File: config.mk
export PLATFORM = sky130hd
export DESIGN_NAME = pawn_eval
export DESIGN_NICKNAME = d
export VERILOG_FILES = /design/src/verilog/eval_pkg.sv /design/src/verilog/pawn_eval.sv
export SDC_FILE = /design/constraint.sdc
export NUM_CORES = 2
export LEC_CHECK = 0
export BUFFER_PORTS_ARGS = -buffer_cell sky130_fd_sc_hd__buf_4
export CELL_PAD_IN_SITES_DETAIL_PLACEMENT = 1
export CELL_PAD_IN_SITES_GLOBAL_PLACEMENT = 2
export CORE_ASPECT_RATIO = 0.8
export CORE_UTILIZATION = 40
export DETAILED_ROUTE_END_ITERATION = 6
export PLACE_DENSITY = 0.86
export SYNTH_ARGS = -nofsm -noshare
export SYNTH_HDL_FRONTEND = slang
export SYNTH_SLANG_ARGS = --single-unit
File: constraint.sdc
create_clock -name clk -period 63.7 [get_ports clk]
set_clock_uncertainty 0.05 [all_clocks]
set_input_delay 9.555 -clock clk [delete_from_list [all_inputs] [get_ports clk]]
set_output_delay 9.555 -clock clk [all_outputs]
set_load 0.1 [all_outputs]
File: src/verilog/eval_pkg.sv
package eval_pkg;

   localparam int SQUARES     = 64;
   localparam int PIECE_WIDTH = 4;
   localparam int EVAL_WIDTH  = 16;
   localparam int COUNT_WIDTH = 7;
   localparam int BLEND_WIDTH = 40;

   // Low three bits of a square code
   localparam logic [2:0] T_EMPTY = 3'd0;
   localparam logic [2:0] T_PAWN  = 3'd1;
   localparam logic [2:0] T_NONE  = 3'd7;    // unused code, reads as empty

   localparam int PIECE_MG [0:6] = '{0, 100, 320, 330, 500, 950, 0};
   localparam int PIECE_EG [0:6] = '{0, 120, 300, 320, 550, 1000, 0};

   localparam int DOUBLED_MG  = 15;
   localparam int DOUBLED_EG  = 25;
   localparam int ISOLATED_MG = 10;
   localparam int ISOLATED_EG = 20;

   // Taper by phase, divide by 62 via reciprocal
   localparam int PHASE_MAX   = 62;
   localparam int RECIP_62    = 16912;   // floor(2^20 / 62)
   localparam int SCALE_SHIFT = 20;

   typedef logic [PIECE_WIDTH-1:0]         piece_t;   // [3] black, [2:0] type
   typedef logic [SQUARES*PIECE_WIDTH-1:0] board_t;
   typedef logic signed [EVAL_WIDTH-1:0]   eval_t;
   typedef logic [COUNT_WIDTH-1:0]         count_t;

   typedef struct packed {
      board_t board;
      count_t occupied;
   } board_job_t;

   typedef struct packed {
      eval_t mg;
      eval_t eg;
   } score_pair_t;

   typedef enum logic [1:0] {S_IDLE, S_ACK, S_BUSY} piece_state_t;
   typedef enum logic [1:0] {O_IDLE, O_REQ, O_WAIT_ACK_LOW} out_state_t;

   // Piece type with code 7 folded onto empty
   function automatic logic [2:0] piece_kind(input piece_t p);
      return (p[2:0] == T_NONE) ? T_EMPTY : p[2:0];
   endfunction

endpackage

File: src/verilog/pawn_eval.sv
`timescale 1ns/1ns

module pawn_eval
   import eval_pkg::*;
(
   input  logic        clk,
   input  logic        reset,
   input  board_job_t  job,
   input  logic        job_start,
   output score_pair_t score
);

   logic [7:0][3:0] w_cnt;   // pawns per file, a to h
   logic [7:0][3:0] b_cnt;
   score_pair_t     w_pen;
   score_pair_t     b_pen;

   // Doubled and isolated penalties of one color
   function automatic score_pair_t file_penalty(input logic [7:0][3:0] cnt);
      score_pair_t     pen;
      logic [9:0][3:0] padded;   // empty file on each edge
      pen    = '0;
      padded = {4'd0, cnt, 4'd0};
      for (int f = 0; f < 8; f++)
      begin
         if (cnt[f] > 4'd1)
         begin
            pen.mg += eval_t'((cnt[f] - 4'd1) * DOUBLED_MG);
            pen.eg += eval_t'((cnt[f] - 4'd1) * DOUBLED_EG);
         end
         // padded[f] is file f-1, padded[f+2] is file f+1
         if (padded[f] == 4'd0 && padded[f+2] == 4'd0)
         begin
            pen.mg += eval_t'(cnt[f] * ISOLATED_MG);
            pen.eg += eval_t'(cnt[f] * ISOLATED_EG);
         end
      end
      return pen;
   endfunction

   always_comb
   begin : count_files
      piece_t p;
      w_cnt = '0;
      b_cnt = '0;
      for (int n = 0; n < SQUARES; n++)
      begin
         p = job.board[n*PIECE_WIDTH +: PIECE_WIDTH];
         if (piece_kind(p) == T_PAWN)
         begin
            if (p[3])
               b_cnt[n % 8] = b_cnt[n % 8] + 4'd1;
            else
               w_cnt[n % 8] = w_cnt[n % 8] + 4'd1;
         end
      end
   end

   assign w_pen = file_penalty(w_cnt);
   assign b_pen = file_penalty(b_cnt);

   // Penalties hurt their own side
   always_ff @(posedge clk)
      if (reset)
         score <= '0;
      else if (job_start)
      begin
         score.mg <= b_pen.mg - w_pen.mg;
         score.eg <= b_pen.eg - w_pen.eg;
      end

endmodule

==> results.yml <==
timing:
  holdWs_ps: 443
  slew_headroom_pct: 9.98
  fin_tns_setup_ps: 0
  tightest_slew_ps: 1330
  maxSlewViolCount: 0
  fin_crit_ps: 44390
  hold_viol_final: 0
  finalCritPeriodShare_pct: 69.7
  fmax_mhz: 22.5
  setup_viol: 0
  rsz0062_at_grt: "false"
logic_synthesis:
  synth_cells: 8284
  synth_cell_types: 135
  synth_flop_cell: "dfxtp_1"
  seq_area_frac_synth_pct: 0.951
  ys_ff_latch: 31
  synth.avg_cell_area_sq_um: 7.88
  synth_edf_count: 0
  synth_area_sq_um: 65300
  syn-num-nets: 10300
  async_reset_ff_share_pct: 0
  yosysWarnings: 0
finish:
  mostFrequentLayoutCells: "1407 x ha_1, 943 x inv_1, 681 x xnor2_1"
  layoutNonFillerInstCount: 10700
  postLayoutCoreUtil_pct: 43.7
  layout_commonest_cell: "ha_1"
  layout-drive-gt1-share_pct: 9.15
  nets: 10500
  top_regs: "score: 31 flops"
  largest_register_ffs: 31
  syn2layout_area_growth_pct: 8.35
  regMostFlops: "score"
grt:
  grt_antenna_before_repair: 3
  grt.total_usage_pct: 25.5
  grt_max_degree: 44
  grt_pass1_vias: 62800
  grt_pass1_wl_microns: 342000
  grt_overflow_total: 0
worst_setup_path:
  cp_data_required_time_ps: 63790
  cp-end-kind: "register"
  cp-endpoint: "score[15]"
  arrival_ps: 44480
  ff2ff_setup_slack_ps: 62970
  r2r-start: "score[17]"
  rr_endpoint: "score[17]"
  crit_type: "in2reg"
  cpMostUsedCell: "ha_1"
  slowest_stage: "nor4bb_1"
  startpoint: "job[10]"
  rr_worst_depth: 2
  max_stage_delay_ps: 750
  cp_max_fo: 9
  start_kind: "input port"
place:
  dp.final_hpwl_microns: 190000
  place_congestion: 0.905
  portBuffers: 290
  placedCellCount: 10700
clocking:
  post-cts-setup-buffer-count: 0
  cts_resized: 0
  clk_pin_slew_ps: 50
  cts_root_buffer: "clkbuf_16"
  numCtsBuffers: 5
  cts_tree: "done"
  h-tree-depth: 2
  cts.sinks: 31
  ctsHoldBuffers: 0
  clockBufferDepth: 2
  insertion_delay_ps: 280
floorplan:
  die_x_microns: 454
  ios: 298
  die_area_sq_um: 165000
  fp-row-count: 132
  core_area_sq_um: 162000
  start_util_pct: 40.3
  fp.dieH_microns: 363
routing:
  drtIter0Drc: 3012
  wl_microns: 215000
  antenna_left: 0
  vias: 59900
  dr.pass1.iters: 5
  avgViaCountPerCell: 5.61
  drc: 0
  post_drt_wl_per_cell_microns: 20.1
job:
  maxCapViolCount: 0
outcome:
  status: "finished clean"
hold_path:
  hp-class: "reg2reg"
## worst min-delay path by stage
| stage | start | to | slack [ps] | cells past startpoint |
|---|---|---|---|---|
| 3_5_place_dp | score[5] | score[5] | 440 | 2 |
| 3_3_place_gp | score[17] | score[17] | 420 | 2 |
| 5_1_grt | score[5] | score[5] | 450 | 2 |
| 6_report | score[5] | score[5] | 440 | 2 |
| 2_1_floorplan | score[5] | score[5] | 860 | 2 |
| 4_1_cts | score[5] | score[5] | 450 | 2 |
## critical path, delay by kind of cell
kind	cells	cell delay [ps]
xor gates and xnor gates	26	6170
AOI/OAI and AO/OA	29	6020
muxes	3	920
adders and majority gates	47	16700
and+or+nand+nor	20	3570
buffers and inverters	14	1500
## cells by family (layout without fill, tap and decap cells)
group           count (synthesis)  in the layout  synth area share (%)
mux                           348            348                  5.74
simple gates                 2176           2176                  17.1
flops                          31             31                 0.951
buf+inv                      1123           1378                  6.49
compound gates               1848           1848                  18.2
fa+ha+maj                    1732           1732                  36.8
xor+xnor                     1026           1026                  14.8
other cells                     0              4                     0
## area by class of cell
cell class | count | area, sq um
fill | 19900 | 91300
clock inverter | 2 | 35.0
multi-input combinational | 7130 | 60600
antenna | 4 | 10.0
clock buffer | 6 | 139
sequential | 31 | 621
inverter | 961 | 3610
timing repair buffer | 409 | 3070
tap | 2144 | 2680
## cells in the mapped netlist (57+ instances only)
cell	n	area share, %
a21o_1	167	1.9
a21oi_1	602	4.6
and2_1	63	0.60
clkbuf_1	135	0.78
fa_1	316	9.7
ha_1	1407	27
inv_1	943	5.4
mux2_2	174	3.0
mux2i_1	164	2.5
nand2_1	646	3.7
nand2b_1	70	0.67
nand3_1	114	0.87
nor2_1	579	3.3
nor2b_1	137	1.3
nor3_1	120	0.92
nor4bb_1	57	0.87
o21a_1	73	0.84
o21ai_0	373	2.9
o21bai_1	163	1.9
xnor2_1	681	9.1
xor2_1	295	4.0
## per-stage QoR
stage / setup WS (ps) / cell area, sq um
after floorplan: 23670 / 65300
after global placement: 19800 / 70500
after detailed placement: 19140 / 70500
after CTS: 19340 / 70700
after global routing: 17240 / 70700
final: 19310 / 70700
## per-layer routing
metal  share of wire [%]  vias to the layer above  GRT usage (%)
met5                   0                        -              0
met4                 1.8                        0           4.64
met3                 4.5                      158           3.09
met2                  43                      846           39.7
met1                  51                    29400           37.6
li1                    -                    29500              -
Power is not shown: default switching activity piles up to over one toggle a cycle in this logic, so the estimate is an artifact.
