==> src/verilog/eval_pkg.sv <==
package eval_pkg;

   localparam int SQUARES     = 64;
   localparam int PIECE_WIDTH = 4;
   localparam int EVAL_WIDTH  = 16;
   localparam int COUNT_WIDTH = 7;
   localparam int BLEND_WIDTH = 40;

   // Low three bits of a square code
   localparam logic [2:0] T_EMPTY = 3'd0;
   localparam logic [2:0] T_PAWN  = 3'd1;
   localparam logic [2:0] T_NONE  = 3'd7;    // unused code, reads as empty

   localparam int PIECE_MG [0:6] = '{0, 100, 320, 330, 500, 950, 0};
   localparam int PIECE_EG [0:6] = '{0, 120, 300, 320, 550, 1000, 0};

   localparam int DOUBLED_MG  = 15;
   localparam int DOUBLED_EG  = 25;
   localparam int ISOLATED_MG = 10;
   localparam int ISOLATED_EG = 20;

   // Taper by phase, divide by 62 via reciprocal
   localparam int PHASE_MAX   = 62;
   localparam int RECIP_62    = 16912;   // floor(2^20 / 62)
   localparam int SCALE_SHIFT = 20;

   typedef logic [PIECE_WIDTH-1:0]         piece_t;   // [3] black, [2:0] type
   typedef logic [SQUARES*PIECE_WIDTH-1:0] board_t;
   typedef logic signed [EVAL_WIDTH-1:0]   eval_t;
   typedef logic [COUNT_WIDTH-1:0]         count_t;

   typedef struct packed {
      board_t board;
      count_t occupied;
   } board_job_t;

   typedef struct packed {
      eval_t mg;
      eval_t eg;
   } score_pair_t;

   typedef enum logic [1:0] {S_IDLE, S_ACK, S_BUSY} piece_state_t;
   typedef enum logic [1:0] {O_IDLE, O_REQ, O_WAIT_ACK_LOW} out_state_t;

   // Piece type with code 7 folded onto empty
   function automatic logic [2:0] piece_kind(input piece_t p);
      return (p[2:0] == T_NONE) ? T_EMPTY : p[2:0];
   endfunction

endpackage

==> src/verilog/board_intake.sv <==
`timescale 1ns/1ns

module board_intake
   import eval_pkg::*;
(
   input  logic       clk,
   input  logic       reset,
   input  logic       board_req,
   input  board_t     board,
   output logic       board_ack,
   input  logic       slot_free,
   output board_job_t job,
   output logic       job_start
);

   piece_state_t state;
   logic         board_req_r;   // registered request
   logic         free_seen;     // slot_free came early, during ACK
   count_t       occ_count;

   // Occupied squares of the incoming board
   always_comb
   begin
      occ_count = '0;
      for (int n = 0; n < SQUARES; n++)
         if (piece_kind(board[n*PIECE_WIDTH +: PIECE_WIDTH]) != T_EMPTY)
            occ_count = occ_count + count_t'(1);
   end

   // Board is held stable by the source while board_req is high
   always_ff @(posedge clk)
      if (state == S_IDLE && board_req_r)
      begin
         job.board    <= board;
         job.occupied <= occ_count;
      end

   always_ff @(posedge clk)
      if (reset)
      begin
         state       <= S_IDLE;
         board_req_r <= 1'b0;
         board_ack   <= 1'b0;
         job_start   <= 1'b0;
         free_seen   <= 1'b0;
      end
      else
      begin
         board_req_r <= board_req;
         job_start   <= 1'b0;
         case (state)
            S_IDLE:
               if (board_req_r)
               begin
                  board_ack <= 1'b1;
                  job_start <= 1'b1;
                  free_seen <= 1'b0;
                  state     <= S_ACK;
               end
            S_ACK:
            begin
               if (slot_free)
                  free_seen <= 1'b1;
               if (!board_req_r)
               begin
                  board_ack <= 1'b0;
                  state     <= (free_seen || slot_free) ? S_IDLE : S_BUSY;
               end
            end
            S_BUSY:
               if (slot_free)
                  state <= S_IDLE;   // result taken, ready for next board
            default:
               state <= S_IDLE;
         endcase
      end

   // Source must have been requesting when the ack goes up
   a_ack_needs_req: assert property (@(posedge clk) disable iff (reset)
      $rose(board_ack) |-> $past(board_req));

endmodule

==> config.mk <==
export PLATFORM = sky130hd
export DESIGN_NAME = board_intake
export DESIGN_NICKNAME = d
export VERILOG_FILES = /design/src/verilog/eval_pkg.sv /design/src/verilog/board_intake.sv
export SDC_FILE = /design/constraint.sdc
export NUM_CORES = 1
export LEC_CHECK = 0
export BUFFER_PORTS_ARGS = -buffer_cell sky130_fd_sc_hd__buf_2
export CAP_MARGIN = 20
export CORE_MARGIN = 4
export CORE_UTILIZATION = 35
export CTS_CLUSTER_DIAMETER = 60
export DETAILED_ROUTE_END_ITERATION = 6
export PLACE_DENSITY = 0.7
export SLEW_MARGIN = 20
export SYNTH_ARGS = -nofsm -noshare
export SYNTH_HDL_FRONTEND = slang
export SYNTH_SLANG_ARGS = --single-unit
==> constraint.sdc <==
create_clock -name clk -period 40.1 [get_ports clk]
set_input_delay 4.01 -clock clk [delete_from_list [all_inputs] [get_ports clk]]
set_output_delay 4.01 -clock clk [all_outputs]
set_load 0.02 [all_outputs]
==> metrics.cfg <==
[run_status]
status=complete, no violations

[die]
fp.dieH_um=244
core_area_mm2=0.0550
rows=86
die_area_mm2=0.0594
die_width_um=244
io_pins=525
start_util_pct=35.3

[routing]
via_per_inst=5.17
dr.pass1.iters=5
routed_wl_mm=59.2
drc=0
drt-initial-drc-count=844
wl_per_cell_um=18.1
vias=16930
drt.antenna.violating_nets=0

[setup_path]
cp_max_fo=3
path_class=in -> reg
end_kind=flip-flop
crit_top_cell=ha_1
worst-path-buf-inv=30
start_kind=primary input
cp_top_family=adder cells
max_stage_delay_ns=0.38
arrival_ns=39.09
reg2regPathDepth=4
required_ns=40.41
worstReg2RegStart=state[1]$_SDFFE_PP0P_
slowest_stage=or3_4
r2r-end=job[118]$_DFFE_PP_
r2r_slack_ns=37.38

[global_routing]
grt_usage_pct=18.5
grtUsageMet2_pct=34.8
antenna_found_initial=8
overflow=0
grt_max_degree=76
grt_busiest_layer=met2
met1_usage_pct=20.8
grtUsageMet3_pct=4.18
grt_pass1_vias=16656
grt_first_pass_wirelength_mm=89.5

[finish]
final_common_cell=buf_2
fill_cells=5030
final_cell_mix=buf_2 (524), edfxtp_1 (263), xnor2_1 (173), nand2_1 (161), buf_4 (136)
nNetsFinal=2826
fin_util_pct=46.7
drive_gt1_share_pct=36.4
syn_to_final_growth_pct=32.2

[synth]
async_reset_ff_share_pct=0
synth_cell_types=116
yosys.area_share.simple_pct=20.6
synth_area_leaders=edfxtp_1 (41%), xnor2_1 (7.8%), ha_1 (4.1%)
synth_compound_area_share_pct=10.7
syn_inst=1832
synth_fa_ha_area_share_pct=4.21
synth_ff_type=edfxtp_1
syn-mean-instance-area_um2=10.6
synth_seq_area_share_pct=41.3
syn_area_mm2=0.0194
synth_top_family_by_area=simple AND/OR/NAND/NOR gates
yosysTopAreaCellShare_pct=40.6
ys_warn_count=0
synth-edff-count=263
synth_nets=2155
yosys.area_share.xor_xnor_pct=19.3
yosys_register_bits=269
yosysTopAreaCell=edfxtp_1
synthMuxAreaShare_pct=2.70

[clock_tree]
cts_tree=done
cts_buffer_depth=3
clkSinkCount=269
clk_latency_ns=0.57
cts_made_buffers=31
clock-root-buffer=clkbuf_16
clk_pin_slew_ns=0.05
htreeDepth=1

[job]
maxCapViolCount=0

[timing]
hold_viol_final=0
fin_tns_setup_ns=0
report.final.slew_viol_count=0
period_share_pct=96.7
slew_headroom_pct=25.5
final.setup.worst_slack_ns=1.32
fin_skew_ns=0.00757
period_needed_ns=38.78
fmax_ghz=0.0258
finalSetupViolations=0
max_slew.worst_pin.slew_ns=1.11

[hold_path]
hold_end=free_seen$_SDFFE_PP0P_
min-delay-start=free_seen$_SDFFE_PP0P_
min_path_cells=2
hold_class=reg -> reg

[placed_design]
place.port_buffers=524
hpwl_mm=47.2
pre_cts_ws_ns=-1.33
gp_congestion=0.898

[layer usage]
| layer | up-vias | share of wire, % |
|---|---|---|
| li1 | 8206 | - |
| met2 | 535 | 51 |
| met4 | 10 | 3.4 |
| met5 | - | 0.13 |
| met1 | 8074 | 38 |
| met3 | 105 | 6.8 |
[metrics by stage]
step | hold WS, ns | instance area, um2 | cells
final | 0.485 | 25700 | 3277
after global routing | 0.541 | 25700 | 3276
after CTS | 0.491 | 25100 | 3259
after detailed placement | 0.483 | 23700 | 3170
after global placement | 0.456 | 23700 | 3170
after floorplan | 0.441 | 19600 | 1832
[worst max path at each step]
stage | startpoint | endpoint | slack, ns | depth (start not counted)
global route | board[2] | job[6]$_DFFE_PP_ | -0.44 | 204
global placement | board[2] | job[6]$_DFFE_PP_ | -0.20 | 204
CTS | board[2] | job[6]$_DFFE_PP_ | 0.04 | 204
detailed placement | board[2] | job[6]$_DFFE_PP_ | -1.33 | 204
floorplan | board[2] | job[6]$_DFFE_PP_ | 0.01 | 204
finish | board[2] | job[6]$_DFFE_PP_ | 1.32 | 210
[layout make-up]
type	count	area, um2	area share [%]
clock buffers	37	798	3.11
inverters	39	149	0.579
flip-flops and latches	269	8020	31.2
multi-input cells	1502	12000	46.6
repair buffers	660	3640	14.2
well taps	748	936	3.64
diodes	2	5.00	0.0195
clock inverters	20	173	0.672
[Yosys cell counts, drive strengths merged, types with 16 or more instances]
| master | count |
|---|---|
| edfxtp | 263 |
| nand3 | 100 |
| xnor3 | 39 |
| nand2b | 16 |
| clkbuf | 16 |
| nor2 | 145 |
| nor2b | 20 |
| inv | 38 |
| nand2 | 171 |
| mux2i | 31 |
| nand4 | 23 |
| nor3b | 16 |
| nor3 | 71 |
| a21oi | 58 |
| mux2 | 19 |
| o21ai | 57 |
| xor2 | 94 |
| and3 | 58 |
| ha | 63 |
| and2 | 36 |
| or3 | 52 |
| xnor2 | 185 |
[tightest hold or removal path, cell delays in order (launching register included)]
cell and delay, ns:
dfxtp_1 0.32, nand2_1 0.06, a21oi_1 0.06
[flip-flops by register name, summed over array words and instances, names as in the netlist]
name	count
job	263
free_seen	1
state	2
board_ack	1
board_req_r	1
job_start	1
[timing repair]
| action | 4_1_cts | 5_1_grt |
|---|---|---|
| endpoints found under the hold margin | 0 | 0 |
| endpoints found under the setup margin | 5 | 6 |
| setup buffers | 32 | 16 |
| hold buffers | 0 | 0 |
| gates resized for setup | 30 | 86 |
| pin swaps | 29 | 57 |
[cells by family (layout without fill, tap and decap cells)]
| group | count (synthesis) | count (layout) |
|---|---|---|
| adder cells (fa/ha/maj) | 66 | 66 |
| flip-flops | 269 | 269 |
| multiplexers | 50 | 50 |
| AND/OR/NAND/NOR | 771 | 771 |
| other | 0 | 2 |
| XOR/XNOR | 326 | 326 |
| buffers and inverters | 61 | 756 |
| AO/OA/AOI/OAI | 289 | 289 |
Power is not shown: default switching activity piles up to over one toggle a cycle in this logic, so the estimate is an artifact.
