<file path="config.mk">
export PLATFORM = sky130hd
export DESIGN_NAME = result_port
export DESIGN_NICKNAME = d
export VERILOG_FILES = /design/src/verilog/eval_pkg.sv /design/src/verilog/result_port.sv
export SDC_FILE = /design/constraint.sdc
export NUM_CORES = 1
export LEC_CHECK = 0
export BUFFER_PORTS_ARGS = -buffer_cell sky130_fd_sc_hd__buf_4
export CORE_MARGIN = 3
export CORE_UTILIZATION = 41
export DETAILED_ROUTE_END_ITERATION = 8
export PLACE_DENSITY_LB_ADDON = 0.25
export SLEW_MARGIN = 15
export SYNTH_ARGS = -nofsm -noshare
export SYNTH_HDL_FRONTEND = slang
export SYNTH_SLANG_ARGS = --single-unit
</file>
<file path="constraint.sdc">
create_clock -name clk -period 2.2 [get_ports clk]
set_input_delay 0.22 -clock clk [delete_from_list [all_inputs] [get_ports clk]]
set_output_delay 0.22 -clock clk [all_outputs]
set_load 0.02 [all_outputs]
</file>
<file path="src/verilog/eval_pkg.sv">
package eval_pkg;

   localparam int SQUARES     = 64;
   localparam int PIECE_WIDTH = 4;
   localparam int EVAL_WIDTH  = 16;
   localparam int COUNT_WIDTH = 7;
   localparam int BLEND_WIDTH = 40;

   // Low three bits of a square code
   localparam logic [2:0] T_EMPTY = 3'd0;
   localparam logic [2:0] T_PAWN  = 3'd1;
   localparam logic [2:0] T_NONE  = 3'd7;    // unused code, reads as empty

   localparam int PIECE_MG [0:6] = '{0, 100, 320, 330, 500, 950, 0};
   localparam int PIECE_EG [0:6] = '{0, 120, 300, 320, 550, 1000, 0};

   localparam int DOUBLED_MG  = 15;
   localparam int DOUBLED_EG  = 25;
   localparam int ISOLATED_MG = 10;
   localparam int ISOLATED_EG = 20;

   // Taper by phase, divide by 62 via reciprocal
   localparam int PHASE_MAX   = 62;
   localparam int RECIP_62    = 16912;   // floor(2^20 / 62)
   localparam int SCALE_SHIFT = 20;

   typedef logic [PIECE_WIDTH-1:0]         piece_t;   // [3] black, [2:0] type
   typedef logic [SQUARES*PIECE_WIDTH-1:0] board_t;
   typedef logic signed [EVAL_WIDTH-1:0]   eval_t;
   typedef logic [COUNT_WIDTH-1:0]         count_t;

   typedef struct packed {
      board_t board;
      count_t occupied;
   } board_job_t;

   typedef struct packed {
      eval_t mg;
      eval_t eg;
   } score_pair_t;

   typedef enum logic [1:0] {S_IDLE, S_ACK, S_BUSY} piece_state_t;
   typedef enum logic [1:0] {O_IDLE, O_REQ, O_WAIT_ACK_LOW} out_state_t;

   // Piece type with code 7 folded onto empty
   function automatic logic [2:0] piece_kind(input piece_t p);
      return (p[2:0] == T_NONE) ? T_EMPTY : p[2:0];
   endfunction

endpackage

</file>
<file path="src/verilog/result_port.sv">
`timescale 1ns/1ns

module result_port
   import eval_pkg::*;
(
   input  logic  clk,
   input  logic  reset,
   input  eval_t result,
   input  logic  result_valid,
   output eval_t eval,
   output logic  eval_req,
   input  logic  eval_ack,
   output logic  slot_free
);

   out_state_t state;
   logic       eval_ack_r;   // registered consumer ack

   always_ff @(posedge clk)
      if (state == O_IDLE && result_valid)
         eval <= result;

   always_ff @(posedge clk)
      if (reset)
      begin
         state      <= O_IDLE;
         eval_ack_r <= 1'b0;
         eval_req   <= 1'b0;
         slot_free  <= 1'b0;
      end
      else
      begin
         eval_ack_r <= eval_ack;
         slot_free  <= 1'b0;
         case (state)
            O_IDLE:
               if (result_valid)
               begin
                  eval_req <= 1'b1;
                  state    <= O_REQ;
               end
            O_REQ:
               if (eval_ack_r)
               begin
                  eval_req <= 1'b0;
                  state    <= O_WAIT_ACK_LOW;
               end
            O_WAIT_ACK_LOW:
               if (!eval_ack_r)
               begin
                  slot_free <= 1'b1;   // lets intake take the next board
                  state     <= O_IDLE;
               end
            default:
               state <= O_IDLE;
         endcase
      end

   a_eval_stable: assert property (@(posedge clk) disable iff (reset)
      eval_req |=> $stable(eval));

   a_req_held: assert property (@(posedge clk) disable iff (reset)
      eval_req && !eval_ack |=> eval_req);

endmodule
</file>
==> impl_metrics.xml <==
<?xml version="1.0" encoding="UTF-8"?>
<metrics>
  <group name="run_status">
    <metric name="run_status" unit="">finished, final reports clean</metric>
  </group>
  <group name="power_and_ir_drop">
    <metric name="portion_of_total_power_attributed_to_combinational_logic" unit="%">14.8</metric>
    <metric name="p_int" unit="mW">0.584</metric>
    <metric name="clock_power_share" unit="%">23.4</metric>
    <metric name="total_leakage_power" unit="nW">0.431</metric>
    <metric name="netSwitchingFraction" unit="%">22.4</metric>
    <metric name="power.net_switching" unit="mW">0.169</metric>
    <metric name="p_seq_share" unit="%">61.9</metric>
    <metric name="ir_drop" unit="mV">0.513</metric>
    <metric name="p_per_cell_area" unit="mW/mm^2">739</metric>
  </group>
  <group name="synthesis">
    <metric name="synth_edf_count" unit="">16</metric>
    <metric name="synth.area.mux_share" unit="%">0</metric>
    <metric name="yosys-top-cells-count" unit="">sky130_fd_sc_hd__edfxtp_1, sky130_fd_sc_hd__dfxtp_1, sky130_fd_sc_hd__nand2b_1</metric>
    <metric name="area_of_the_mapped_netlist" unit="sq um">679</metric>
    <metric name="synth.distinct_cells" unit="">14</metric>
    <metric name="net_count_after_synthesis" unit="">54</metric>
    <metric name="synthDominantAreaCellType" unit="">sky130_fd_sc_hd__edfxtp_1</metric>
    <metric name="synth.most_common_cell" unit="">sky130_fd_sc_hd__edfxtp_1</metric>
    <metric name="synth_top_family_by_area" unit="">simple AND/OR/NAND/NOR gates</metric>
    <metric name="simple_gate_portion_of_the_synthesized_area" unit="%">9.39</metric>
    <metric name="post_synthesis_cell_count" unit="">34</metric>
    <metric name="seq_area_frac_synth" unit="%">85.5</metric>
    <metric name="synth-async-reset-ratio" unit="%">0</metric>
    <metric name="yosys.area_share.adder" unit="%">0</metric>
    <metric name="netlist_top_cells_area" unit="">sky130_fd_sc_hd__edfxtp_1, sky130_fd_sc_hd__dfxtp_1, sky130_fd_sc_hd__a2111oi_2</metric>
    <metric name="yosys_most_used_dff" unit="">sky130_fd_sc_hd__edfxtp_1</metric>
    <metric name="synth_top_area_share" unit="%">70.7</metric>
    <metric name="synthesis_warnings" unit="">0</metric>
    <metric name="synth-xor-area-share" unit="%">1.29</metric>
    <metric name="ys_seq_elements" unit="">21</metric>
    <metric name="synth.avg_cell_area" unit="sq um">20.0</metric>
    <metric name="synth_compound_area_share" unit="%">3.31</metric>
  </group>
  <group name="global_route">
    <metric name="grt_first_pass_wirelength" unit="mm">1.58</metric>
    <metric name="grt_antenna_before_repair" unit="">0</metric>
    <metric name="grt_overflow" unit="">0</metric>
    <metric name="maximum_number_of_pins_on_one_net_before_global_route_repair" unit="">12</metric>
    <metric name="grt_use_total" unit="%">10.7</metric>
    <metric name="via_count_of_the_first_global_routing_pass" unit="">371</metric>
  </group>
  <group name="setup_path">
    <metric name="cp-start-kind" unit="">register</metric>
    <metric name="critPathCaptureType" unit="">register</metric>
    <metric name="critPathSlowestCell" unit="">sky130_fd_sc_hd__dfxtp_1</metric>
    <metric name="cp.required" unit="ns">2.21</metric>
    <metric name="path_type_of_the_worst_setup_path" unit="">register to register</metric>
    <metric name="cpLargestDelayFamily" unit="">flip-flops</metric>
    <metric name="critical_path.max_fanout" unit="">10</metric>
    <metric name="crit_chain" unit="">nand2b_2 &gt; nor2_1 &gt; buf_4</metric>
    <metric name="critical_path_at" unit="ns">1.17</metric>
    <metric name="combined_buffer_and_inverter_count_along_the_critical_path" unit="">1</metric>
    <metric name="max_stage_delay" unit="ns">0.35</metric>
  </group>
  <group name="routing">
    <metric name="dr.max_layer_used" unit="">met4</metric>
    <metric name="wl_met2" unit="um">561</metric>
    <metric name="wire_per_inst" unit="um">12.7</metric>
    <metric name="first_pass_drt_iterations" unit="">2</metric>
    <metric name="routed-wl-met3" unit="um">140</metric>
    <metric name="vias_per_cell" unit="">4.62</metric>
    <metric name="totalWireLength" unit="mm">1.18</metric>
    <metric name="drt_iter0_markers" unit="">5</metric>
    <metric name="final_antenna_net_count" unit="">0</metric>
    <metric name="route.layer.met1.wl" unit="um">465</metric>
    <metric name="detailroute.via_count" unit="">430</metric>
    <metric name="drc" unit="">0</metric>
  </group>
  <group name="clocking">
    <metric name="post-cts-setup-buffers" unit="">0</metric>
    <metric name="cts.sinks" unit="">21</metric>
    <metric name="htree_depth" unit="">1</metric>
    <metric name="insertion_delay" unit="ns">0.29</metric>
    <metric name="reg_clk_slew_reported_paths" unit="ns">0.11</metric>
    <metric name="clk_root_buffer_cell" unit="">sky130_fd_sc_hd__clkbuf_4</metric>
    <metric name="number_of_buffers_on_the_longest_clock_path" unit="">2</metric>
    <metric name="post_cts_resize_count" unit="">0</metric>
    <metric name="tritoncts_clock_tree" unit="">yes</metric>
    <metric name="holdBufCountCts" unit="">0</metric>
    <metric name="cts_buffers" unit="">3</metric>
  </group>
  <group name="timing">
    <metric name="timing.final.crit_share" unit="%">52.6</metric>
    <metric name="worst-slew-pin-transition" unit="ns">0.250</metric>
    <metric name="rsz0062_at_grt" unit="">no</metric>
    <metric name="setup-violations-final" unit="">0</metric>
    <metric name="timing.final.hold_violations" unit="">0</metric>
    <metric name="layout_min_cycle_time" unit="ns">1.16</metric>
    <metric name="timing.max_slew.rel_slack" unit="%">83.3</metric>
    <metric name="fin_ws" unit="ns">1.04</metric>
    <metric name="fin_skew" unit="ns">0.000728</metric>
    <metric name="timing.setup.tns" unit="ns">0</metric>
    <metric name="fmax" unit="MHz">865</metric>
    <metric name="final-max-slew-violation-count" unit="">0</metric>
  </group>
  <group name="placed_design">
    <metric name="buffers_added_on_ports" unit="">37</metric>
    <metric name="gpl.final_weighted_congestion" unit="">0.722</metric>
    <metric name="setup_slack_placement" unit="ns">1.05</metric>
    <metric name="half_perimeter_wire_length_after_placement" unit="um">937</metric>
  </group>
  <group name="run">
    <metric name="cap_viol_max_count" unit="">0</metric>
  </group>
  <group name="die">
    <metric name="fp-row-count" unit="">14</metric>
    <metric name="start_util" unit="%">44.1</metric>
    <metric name="die_footprint" unit="sq mm">0.00218</metric>
    <metric name="design.core.area" unit="sq mm">0.00154</metric>
    <metric name="ios" unit="">38</metric>
    <metric name="fp.dieW" unit="um">46.7</metric>
    <metric name="die_h" unit="um">46.7</metric>
  </group>
  <group name="cells_and_area">
    <metric name="layout_area_growth_over_synthesis" unit="%">49.9</metric>
    <metric name="antenna-diode-count" unit="">0</metric>
    <metric name="layout.core_utilization" unit="%">66.1</metric>
    <metric name="share_of_layout_cells_above_drive_strength_1" unit="%">57.1</metric>
    <metric name="layout.nets" unit="">98</metric>
  </group>
  <group name="min_path">
    <metric name="min_path_type" unit="">input port to register</metric>
  </group>
</metrics>
worst paths after layout:
path              cells past startpoint                   end                  start  slack, ns
setup / recovery                      3     eval[9]$_DFFE_PP_  state[1]$_SDFFE_PP0P_       1.04
hold / removal                        1     eval[5]$_DFFE_PP_              result[5]        0.1
setup reg to reg                      3     eval[9]$_DFFE_PP_  state[1]$_SDFFE_PP0P_       1.04
hold reg to reg                       1  slot_free$_SDFF_PP0_  eval_ack_r$_SDFF_PP0_       0.47
placed cells by master, fill, tap and decap left out, types with 2 or more instances in the layout:
cell and n:
sky130_fd_sc_hd__buf_4 39, sky130_fd_sc_hd__edfxtp_1 16, sky130_fd_sc_hd__dfxtp_1 5, sky130_fd_sc_hd__clkbuf_4 3
sky130_fd_sc_hd__nand2b_1 2
sequential cells by signal, summed over array words and instances (netlist names):
name and flops:
eval_ack_r 1, eval 16, state 2, slot_free 1, eval_req 1
stage by stage:
step	power (mW)	hold slack, ns	cells	instance area, sq um
finish	0.752	0.0973	93	1020
global route	0.788	0.0741	93	1020
floorplan	0.521	0.289	34	679
global placement	0.585	0.398	89	992
detailed placement	0.588	0.399	89	992
CTS	0.760	0.0922	93	1020
logic make-up (layout without fill, tap and decap cells):
| group | count (synthesis) | after routing |
|---|---|---|
| flops | 21 | 21 |
| simple gates | 9 | 9 |
| compound gates | 2 | 2 |
| xor+xnor | 1 | 1 |
| buf+inv | 1 | 44 |
power groups by stage:
stage                     registers, mW  clock network, mW  logic, mW
after floorplan                   0.502                  0     0.0193
after global placement            0.474                  0      0.111
after detailed placement          0.474                  0      0.113
after CTS                         0.466              0.181      0.114
after global routing              0.467              0.201      0.119
final                             0.465              0.176      0.111
area by class of cell:
cell class                      instances  area (sq um)
Clock buffer                            4          26.3
Fill cell                             113           523
Inverter                                1          3.75
Multi-Input combinational cell         12          95.1
Sequential cell                        21           581
Tap cell                               16          20.0
Timing Repair Buffer                   39           293
per-layer routing:
layer	vias to the layer above	global-route usage [%]
met4	0	6.63
li1	213	-
met2	27	17.6
met5	-	0
met1	188	12.5
met3	2	2.73
Power figures use the tool's default switching activity.
