$ cat config.mk
export PLATFORM = sky130hd
export DESIGN_NAME = phase_blend
export DESIGN_NICKNAME = d
export VERILOG_FILES = /design/src/verilog/eval_pkg.sv /design/src/verilog/phase_blend.sv
export SDC_FILE = /design/constraint.sdc
export NUM_CORES = 1
export LEC_CHECK = 0
export BUFFER_PORTS_ARGS = -buffer_cell sky130_fd_sc_hd__buf_4
export CAP_MARGIN = 5
export CORE_ASPECT_RATIO = 0.5
export CORE_MARGIN = 4
export CORE_UTILIZATION = 45
export CTS_BUF_LIST = sky130_fd_sc_hd__clkbuf_4 sky130_fd_sc_hd__clkbuf_8
export DETAILED_ROUTE_END_ITERATION = 8
export PLACE_DENSITY = 0.73
export RECOVER_POWER = 100
export SLEW_MARGIN = 20
export SYNTH_ARGS = -nofsm -noshare
export SYNTH_HDL_FRONTEND = slang
export SYNTH_SLANG_ARGS = --single-unit
$ cat constraint.sdc
create_clock -name clk -period 5.9 [get_ports clk]
set_input_delay 0.885 -clock clk [delete_from_list [all_inputs] [get_ports clk]]
set_output_delay 0.885 -clock clk [all_outputs]
set_load 0.03 [all_outputs]
$ cat src/verilog/eval_pkg.sv
package eval_pkg;

   localparam int SQUARES     = 64;
   localparam int PIECE_WIDTH = 4;
   localparam int EVAL_WIDTH  = 16;
   localparam int COUNT_WIDTH = 7;
   localparam int BLEND_WIDTH = 40;

   // Low three bits of a square code
   localparam logic [2:0] T_EMPTY = 3'd0;
   localparam logic [2:0] T_PAWN  = 3'd1;
   localparam logic [2:0] T_NONE  = 3'd7;    // unused code, reads as empty

   localparam int PIECE_MG [0:6] = '{0, 100, 320, 330, 500, 950, 0};
   localparam int PIECE_EG [0:6] = '{0, 120, 300, 320, 550, 1000, 0};

   localparam int DOUBLED_MG  = 15;
   localparam int DOUBLED_EG  = 25;
   localparam int ISOLATED_MG = 10;
   localparam int ISOLATED_EG = 20;

   // Taper by phase, divide by 62 via reciprocal
   localparam int PHASE_MAX   = 62;
   localparam int RECIP_62    = 16912;   // floor(2^20 / 62)
   localparam int SCALE_SHIFT = 20;

   typedef logic [PIECE_WIDTH-1:0]         piece_t;   // [3] black, [2:0] type
   typedef logic [SQUARES*PIECE_WIDTH-1:0] board_t;
   typedef logic signed [EVAL_WIDTH-1:0]   eval_t;
   typedef logic [COUNT_WIDTH-1:0]         count_t;

   typedef struct packed {
      board_t board;
      count_t occupied;
   } board_job_t;

   typedef struct packed {
      eval_t mg;
      eval_t eg;
   } score_pair_t;

   typedef enum logic [1:0] {S_IDLE, S_ACK, S_BUSY} piece_state_t;
   typedef enum logic [1:0] {O_IDLE, O_REQ, O_WAIT_ACK_LOW} out_state_t;

   // Piece type with code 7 folded onto empty
   function automatic logic [2:0] piece_kind(input piece_t p);
      return (p[2:0] == T_NONE) ? T_EMPTY : p[2:0];
   endfunction

endpackage

$ cat src/verilog/phase_blend.sv
`timescale 1ns/1ns

module phase_blend
   import eval_pkg::*;
(
   input  logic        clk,
   input  logic        reset,
   input  score_pair_t material,
   input  score_pair_t pawns,
   input  count_t      occupied,
   input  logic        in_valid,
   output eval_t       result,
   output logic        result_valid
);

   logic signed [BLEND_WIDTH-1:0] mg_s1, eg_s1;
   count_t                        phase_s1;
   count_t                        eg_weight;
   logic signed [BLEND_WIDTH-1:0] mg_prod, eg_prod;
   logic signed [BLEND_WIDTH-1:0] mix;
   logic signed [BLEND_WIDTH-1:0] scaled;
   logic signed [BLEND_WIDTH-1:0] bias;
   logic signed [BLEND_WIDTH-1:0] biased;
   logic [3:0]                    vld;   // one bit per stage

   assign eg_weight = count_t'(PHASE_MAX) - phase_s1;

   // Reciprocal multiply, then round toward zero before the shift
   assign scaled = mix * RECIP_62;
   assign bias   = scaled[BLEND_WIDTH-1] ?
                   (BLEND_WIDTH'(1) << SCALE_SHIFT) - BLEND_WIDTH'(1) : '0;
   assign biased = scaled + bias;

   always_ff @(posedge clk)
   begin
      mg_s1    <= $signed(material.mg) + $signed(pawns.mg);
      eg_s1    <= $signed(material.eg) + $signed(pawns.eg);
      phase_s1 <= (occupied > PHASE_MAX) ? count_t'(PHASE_MAX) : occupied;
      mg_prod  <= mg_s1 * $signed({1'b0, phase_s1});
      eg_prod  <= eg_s1 * $signed({1'b0, eg_weight});
      mix      <= mg_prod + eg_prod;
      result   <= eval_t'(biased >>> SCALE_SHIFT);
   end

   always_ff @(posedge clk)
      if (reset)
         vld <= '0;
      else
         vld <= {vld[2:0], in_valid};

   assign result_valid = vld[3];

   // Intake holds the job while the term evaluators finish
   a_occ_held: assert property (@(posedge clk) disable iff (reset)
      in_valid |-> $stable(occupied));

endmodule

==> results of run 1 <==
[layer usage]
metal	share of wire, %	track usage [%]
met1	48	25.39
met2	45	28.46
met3	4.6	3.070
met5	0	0
met4	1.8	3.861
[worst min-delay path by stage]
stage                                 start                end  slack, ns  cells after the start
after floorplan           vld[0]$_SDFF_PP0_  vld[1]$_SDFF_PP0_       0.41                      1
after global placement    vld[0]$_SDFF_PP0_  vld[1]$_SDFF_PP0_       0.42                      1
after detailed placement  vld[1]$_SDFF_PP0_  vld[2]$_SDFF_PP0_       0.43                      1
after CTS                 vld[1]$_SDFF_PP0_  vld[2]$_SDFF_PP0_       0.45                      1
after global routing      vld[2]$_SDFF_PP0_  vld[3]$_SDFF_PP0_       0.47                      1
final                     vld[2]$_SDFF_PP0_  vld[3]$_SDFF_PP0_       0.44                      1
[logic make-up (layout without fill, tap and decap cells)]
group	after synthesis	count (layout)	synth area share, %
buf+inv	362	536	7.876
other cells	1	2	0.02160
xor+xnor	126	126	6.356
flops	147	147	16.95
simple gates	514	514	16.04
compound gates	281	281	10.74
fa+ha+maj	457	457	42.01
[area by class of cell]
class,instances,area share (%)
inverters,335,6.253
multi-input cells,1379,67.54
well taps,520,3.235
flip-flops and latches,147,14.76
repair buffers,172,5.991
clock inverters,9,0.8959
diodes,1,0.01244
clock buffers,20,1.307
[synth_stat cells (all sizes together) (22+ instances only)]
library cell and n:
nor3 22, and2 159, nor2 74, xor2 27, dfxtp 147, fa 210, nand2 98, a21oi 76
o21a 24, nor2b 54, nand3 30, ha 247, o21ai 47, a21o 28, inv 335, xnor2 99
clkbuf 24
[what timing repair did]
item                                    in CTS  in global routing
endpoints found under the setup margin       6                 17
pin swaps                                    1                 38
hold endpoints to repair                     0                  0
buffers inserted                             0                  5
resized for setup                            3                 82
[per-stage QoR]
stage	area, µm²	cells	setup WS (ns)
2_1_floorplan	17370	1888	0.03045
3_3_place_gp	19160	2548	-0.1070
3_5_place_dp	19160	2548	-0.1834
4_1_cts	19620	2577	0.008819
5_1_grt	20110	2582	-0.1452
6_report	20110	2583	-0.001750
[flip-flops by register name, summed over array words and instances (netlist names)]
signal and flops:
eg_prod 25, mg_s1 17, vld 4, result 16, eg_s1 17, mix 36, mg_prod 25, phase_s1 7
==> results by group, run 1 <==
Layout
  – Final #Nets: 2583
  – Share of cells above drive strength 1: 13.19%
  – Most frequent cells in the layout: inv_1, ha_1, fa_1
  – Fillers: 3369
  – Post-Route Utilization: 53.31%
  – Most common cell after layout, fill and taps aside: inv_1
  – Multi-input gate area: 0.01358 mm²
  – Storage element area: 0.002969 mm²
  – Area Growth Syn to Fin: 15.82%

Logic synthesis
  – Post-synth top area share: 24.21%
  – Synth Warn #: 0
  – Main area contributors after synthesis: fa_1, ha_1, dfxtp_1, inv_1, and2_1
  – Seq cells post-synth: 147
  – EDFF count, synth: 0
  – Post-Syn Area: 0.01736 mm²
  – Ys async rst share: 0%
  – Yosys top cell by area: fa_1
  – Avg Inst Size Synth: 9.196 µm²
  – Unique cell type count in the Yosys netlist: 70
  – Register area share after synthesis: 16.95%
  – Mapped Nets: 2419
  – Mapped Cells: 1888
  – Main synth FF type: dfxtp_1

Timing
  – Fin Clk Skew: 0.01052 ns
  – Final min period: 5.902 ns
  – Post-route setup slack: -0.001750 ns
  – Max-slew headroom: 54.49%
  – Final Hold Viols: 0
  – Final setup fails: 1
  – Crit share post-route: 100.0%
  – Slew Viols, Final: 0
  – WHS: 0.4419 ns
  – Fmax: 169.4 MHz
  – Setup_tns: -0.001750 ns
  – Worst Max-Slew Pin Slew: 0.6786 ns

Floorplan
  – Core Area: 0.03772 mm²
  – # IOs: 91
  – Die span in y: 146.9 µm
  – Site row count: 50
  – Die area: 0.04198 mm²
  – Initial core utilization: 46.03%
  – Die X: 285.8 µm

Status
  – Status: complete, but fails checks
  – Violated checks: setup timing

Worst setup path
  – Crit path arrival time: 6.27 ns
  – Crit path cell chain: buf_4, ha_1, fa_1, ha_2, ha_1, a21o_1, nor2_1, nor3_2, a2111o_1, a211o_1, and2_4, ha_4, and3_4, or4b_1, or3_4, a21oi_2, a21o_1, nand4_4, or4_4, buf_6, xnor2_1
  – R2r worst-path depth: 21
  – R2R Path Start: mix[6]$_DFF_P_
  – CP bufs+invs: 2
  – Crit path depth: 21
  – CP endpoint: result[12]$_DFF_P_
  – CP max FO: 5
  – Critical path launch point type: register
  – R2R Setup Slk: -0.002 ns
  – Critical Path RT: 6.27 ns
  – End of the worst register-to-register path: result[12]$_DFF_P_
  – Slowest-stage cell, CP: or4_4
  – Max incr delay on CP: 0.62 ns
  – Critical path class: register to register
  – Critical path origin: mix[6]$_DFF_P_
  – Delay-heaviest family, CP: simple AND/OR/NAND/NOR gates
  – Crit path capture type: register

Run
  – Max-cap violation count: 0

Placement
  – Gp weighted congestion: 0.9369
  – I/O Buffers: 90
  – Dpl hpwl: 30420 µm

GRT
  – Vias in the first global route: 12998
  – Largest net degree at the start of global routing: 35
  – Residual overflow from global routing: 0
  – Initial antenna violation count: 1
  – Tot GR Track Use: 17.79%
  – First-pass GRT wire length: 61770 µm

Routing
  – DRC: 0
  – TritonRoute pass-1 iters: 5
  – Vias: 13165
  – DRT iter0 DRCs: 845
  – DR WL/cell: 14.43 µm
  – Post-route ant nets: 0
  – WL final: 37270 µm
  – Via density: 5.097

CTS
  – CTS Buf Count: 17
  – CTS tree: yes
  – Clk sinks: 147
  – Max H-tree Level: 4
  – Hold_buf cts: 0
  – Worst skew pair latency: 0.48 ns
  – Clock Pin Slew Worst Setup and Hold Paths: 0.09 ns
  – Clock tree buffer depth: 2
  – Clock Root Buffer: clkbuf_8

Min path
  – HP Class: register to register
Power of run 1 is not shown: default switching activity piles up to over one toggle a cycle in this logic, so the estimate is an artifact.
==> inputs of run 2 (changes only) <==
Settings changed: CORE_UTILIZATION 45 to 50, PLACE_DENSITY 0.73 to 0.79.
==> run 2 against run 1 <==
Effect of this change: the run now ends clean; sequential share of layout area is 0.23 points higher; routed wire length up 0.66%; setup slack improved by 0.088 ns; utilization up 5.2 points; die area shrank 9.6%; critical endpoint is now result[11]$_DFF_P_.
==> results by group, run 2 (synthesis results as in run 1) <==
GRT
  – Initial antenna violation count: 2
  – First-pass GRT wire length: 62850 µm
  – Residual overflow from global routing: 0
  – Largest net degree at the start of global routing: 20
  – Tot GR Track Use: 20.19%
  – Vias in the first global route: 13212

Routing
  – WL final: 37520 µm
  – DRT iter0 DRCs: 880
  – TritonRoute pass-1 iters: 5
  – Via density: 5.252
  – DRC: 0
  – Vias: 13266
  – DR WL/cell: 14.85 µm
  – Post-route ant nets: 0

Worst setup path
  – Slowest-stage cell, CP: or4b_1
  – Crit path cell chain: buf_4, ha_4, fa_1, ha_1, ha_1, o21a_1, o2111ai_2, nor2_2, a2111o_1, a211o_1, and2_4, ha_1, a21oi_1, or4b_1, or3_1, a21oi_2, a21o_1, nand4_4, buf_4, nor3_1, buf_4, nand3_1, xnor2_1
  – Critical Path RT: 6.30 ns
  – Crit path capture type: register
  – Max incr delay on CP: 0.51 ns
  – Critical path class: register to register
  – CP max FO: 6
  – R2R Path Start: mix[12]$_DFF_P_
  – Delay-heaviest family, CP: adder cells
  – End of the worst register-to-register path: result[11]$_DFF_P_
  – Critical path launch point type: register
  – R2R Setup Slk: 0.09 ns
  – Crit path arrival time: 6.21 ns
  – CP bufs+invs: 3
  – R2r worst-path depth: 23

Timing
  – Fmax: 172.0 MHz
  – Fin Clk Skew: 0.01549 ns
  – Crit share post-route: 98.55%
  – Final Hold Viols: 0
  – Final min period: 5.814 ns
  – Max-slew headroom: 52.92%
  – Slew Viols, Final: 0
  – RSZ-0062 raised after global routing: true
  – Worst Max-Slew Pin Slew: 0.6971 ns
  – Final setup fails: 0

Min path
  – Hold path start: vld[2]$_SDFF_PP0_
  – HP Class: register to register
  – Hold path depth: 1
  – Hold path endpoint: vld[3]$_SDFF_PP0_

Floorplan
  – Core Area: 0.03364 mm²
  – # IOs: 91
  – Die span in y: 139.8 µm
  – Die X: 271.5 µm
  – Site row count: 47
  – Die area: 0.03795 mm²
  – Initial core utilization: 51.62%

Layout
  – Max reg flops: 36
  – Top Registers: mix: 36 flops, eg_prod: 25 flops, mg_prod: 25 flops
  – Largest Register: mix
  – Share of cells above drive strength 1: 11.27%
  – Most frequent cells in the layout: inv_1, ha_1, fa_1
  – Area Growth Syn to Fin: 13.39%
  – Final #Nets: 2576
  – Most common cell after layout, fill and taps aside: inv_1
  – Post-Route Utilization: 58.53%
  – Fillers: 2859

CTS
  – CTS tree: yes
  – Clk sinks: 147
  – Max H-tree Level: 4
  – Clock Root Buffer: clkbuf_8
  – CTS Buf Count: 17
  – Clock tree buffer depth: 2
  – Clock Pin Slew Worst Setup and Hold Paths: 0.09 ns
  – Worst skew pair latency: 0.50 ns

Run
  – Max-cap violation count: 0

Placement
  – I/O Buffers: 90
  – Gp weighted congestion: 0.8850
  – Dpl hpwl: 30640 µm

Status
  – Status: finished, final reports clean
[run 2: changes by cell type in the layout (fill, tap and decap cells not counted), moves of 3 or more]
cell,before,now
clkinv_4,1,4
buf_4,142,138
clkbuf_1,25,22
a211oi_2,3,0
ha_2,4,1
ha_4,30,11
ha_1,213,235
clkbuf_8,18,21
dfxtp_2,15,5
dfxtp_1,130,141
bufinv_16,5,2
[run 2: what timing repair did]
| action | in CTS | in global routing |
|---|---|---|
| hold buffers | 0 | 0 |
| gates resized for setup | 8 | 31 |
| setup buffers | 1 | 3 |
| endpoints found under the hold margin | 0 | 0 |
| endpoints found under the setup margin | 7 | 21 |
| pin swaps | 3 | 15 |
[run 2: final cells by class]
cell class,instances,area [µm²],area share [%]
antenna,3,7.507,0.03813
multi-input combinational,1379,13300,67.57
inverter,335,1257,6.387
sequential,147,2953,15.00
tap,465,581.8,2.955
clock buffer,21,289.0,1.468
clock inverter,11,140.1,0.7118
timing repair buffer,165,1156,5.872
[run 2: worst max path at each step]
stage | to | cells after the start | start | slack (ns)
CTS | result[4]$_DFF_P_ | 24 | mix[3]$_DFF_P_ | 0.03
detailed placement | eg_prod[23]$_DFF_P_ | 23 | phase_s1[1]$_SDFF_PN1_ | -0.19
finish | result[11]$_DFF_P_ | 23 | mix[12]$_DFF_P_ | 0.09
global route | result[8]$_DFF_P_ | 23 | mix[12]$_DFF_P_ | -0.10
global placement | eg_prod[23]$_DFF_P_ | 21 | phase_s1[1]$_SDFF_PN1_ | -0.1
floorplan | result[15]$_DFF_P_ | 22 | mix[12]$_DFF_P_ | 0.03
[run 2: per-stage QoR]
step	worst slack [ns]	hold WS, ns	cells	TNS, ns	instance area, µm²
finish	0.08580	0.4475	2526	0	19690
CTS	0.03140	0.4507	2520	0	19520
floorplan	0.03045	0.4138	1888	0	17370
detailed placement	-0.1895	0.4285	2487	-0.6557	19050
global placement	-0.09829	0.4197	2487	-0.1440	19050
global route	-0.1018	0.4650	2526	-0.6518	19690
[run 2: metal layers]
metal / part of all wire (%) / track usage (%)
met1: 46 / 27.81
met2: 47 / 32.87
met3: 5.6 / 4.145
met4: 1.5 / 4.947
met5: 0 / 0
Power of run 2 is left out for the same reason.
==> inputs of run 3 (changes only) <==
Settings changed: CTS_CLUSTER_DIAMETER set to 120, PLACE_DENSITY 0.79 to 0.76.
Clock period 5.9 ns to 7 ns, I/O delays scaled along.
==> run 3 against run 2 <==
Effect of this change: critical path depth down 1; final area shrank 3.7%; via count is 3.0% lower; critical path type unchanged; highest routed layer unchanged.
==> results by group, run 3 (synthesis results as in run 1) <==
Status
  – Status: finished, final reports clean

Routing
  – Vias: 12873
  – TritonRoute pass-1 iters: 5
  – DRT iter0 DRCs: 659
  – DRC: 0
  – Post-route ant nets: 0
  – Via density: 5.227
  – WL final: 35420 µm
  – DR WL/cell: 14.38 µm

Layout
  – Final #Nets: 2516
  – Fillers: 2956
  – Share of cells above drive strength 1: 6.757%
  – ANT cells: 0
  – Most common cell after layout, fill and taps aside: inv_1
  – Top Registers: mix: 36 flops, eg_prod: 25 flops, mg_prod: 25 flops
  – Largest Register: mix
  – Max reg flops: 36
  – Most frequent cells in the layout: inv_1, ha_1, fa_1
  – Area Growth Syn to Fin: 9.217%

Placement
  – Pre-CTS WS: 0.6349 ns
  – Gp weighted congestion: 0.8739
  – Dpl hpwl: 30070 µm
  – I/O Buffers: 90

Timing
  – Setup_tns: 0 ns
  – Fin Clk Skew: 0.01302 ns
  – Worst Max-Slew Pin Slew: 0.7942 ns
  – Post-route setup slack: 0.4756 ns
  – RSZ-0062 raised after global routing: false
  – Crit share post-route: 93.21%
  – Final setup fails: 0
  – Final min period: 6.524 ns
  – Max-slew headroom: 45.69%
  – Final Hold Viols: 0
  – Slew Viols, Final: 0
  – Fmax: 153.3 MHz

CTS
  – Postcts setup bufs: 0
  – CTS Buf Count: 17
  – Hold_buf cts: 0
  – Clk sinks: 147
  – Worst skew pair latency: 0.49 ns
  – Clock Pin Slew Worst Setup and Hold Paths: 0.09 ns
  – Clock tree buffer depth: 2
  – Resize count post-CTS: 0
  – CTS tree: yes
  – Max H-tree Level: 4
  – Clock Root Buffer: clkbuf_8

Floorplan
  – Site row count: 47
  – Die X: 271.5 µm
  – Initial core utilization: 51.62%
  – Die area: 0.03795 mm²
  – Die span in y: 139.8 µm
  – Core Area: 0.03364 mm²
  – # IOs: 91

Worst setup path
  – R2R Path Start: mix[6]$_DFF_P_
  – Critical path class: register to register
  – Crit path arrival time: 6.90 ns
  – Critical Path RT: 7.37 ns
  – Crit path capture type: register
  – CP max FO: 6
  – Critical path launch point type: register
  – Critical path origin: mix[6]$_DFF_P_

Min path
  – HP Class: register to register
  – Hold path start: vld[2]$_SDFF_PP0_

GRT
  – Residual overflow from global routing: 0
  – Tot GR Track Use: 19.41%
  – Largest net degree at the start of global routing: 20
  – Vias in the first global route: 12946
  – Initial antenna violation count: 1
  – First-pass GRT wire length: 61150 µm

Run
  – Max-cap violation count: 0
==> run 3: final timing paths <==
check	to	slack (ns)	depth (start not counted)
worst max-delay path	result[15]$_DFF_P_	0.48	22
worst max register to register	result[15]$_DFF_P_	0.48	22
worst min register to register	vld[3]$_SDFF_PP0_	0.45	1
worst min-delay path	vld[3]$_SDFF_PP0_	0.45	1
==> run 3: per-stage QoR <==
| step | hold WS, ns | area [µm²] | util (%) | std cells |
|---|---|---|---|---|
| final | 0.4480 | 18960 | 56.38 | 2463 |
| after global routing | 0.4618 | 18960 | 56.38 | 2463 |
| after CTS | 0.4550 | 19060 | 56.66 | 2463 |
| after detailed placement | 0.4327 | 18620 | 55.36 | 2431 |
| after global placement | 0.4207 | 18620 | 55.36 | 2431 |
| after floorplan | 0.4138 | 17360 | - | 1888 |
==> run 3: critical path, stage by stage (launching register included) <==
cell and delay [ns]:
dfxtp_1 0.33, ha_1 0.30, inv_1 0.06, fa_1 0.51
inv_1 0.05, ha_1 0.29, ha_1 0.39, a211oi_2 0.33
o211ai_1 0.19, o2111a_1 0.23, a2111o_1 0.45, a211o_1 0.34
and2_0 0.23, ha_1 0.35, and3_1 0.18, or4b_1 0.42
or3_1 0.31, a21oi_1 0.15, a21o_1 0.13, nand4_1 0.18
or4_1 0.65, nor4_2 0.25, a211oi_1 0.07
==> run 3: layer usage <==
layer  part of all wire [%]  global-route usage [%]  wire length (µm)  vias up
li1                       -                       -                 -     6336
met1                     49                   27.65             17400     6249
met2                     45                   30.77             15790      252
met3                    5.1                   4.266              1816       36
met4                    1.2                   3.717               408        0
met5                      0                       0                 0        -
==> run 3: layout make-up <==
class / count / area (µm²) / share of cell area [%]
repair buffers: 105 / 709.4 / 3.741
clock buffers: 18 / 247.7 / 1.306
inverters: 335 / 1257 / 6.631
flip-flops and latches: 147 / 2943 / 15.52
well taps: 465 / 581.8 / 3.068
clock inverters: 14 / 188.9 / 0.9963
multi-input cells: 1379 / 13040 / 68.74
Power of run 3 is left out for the same reason.
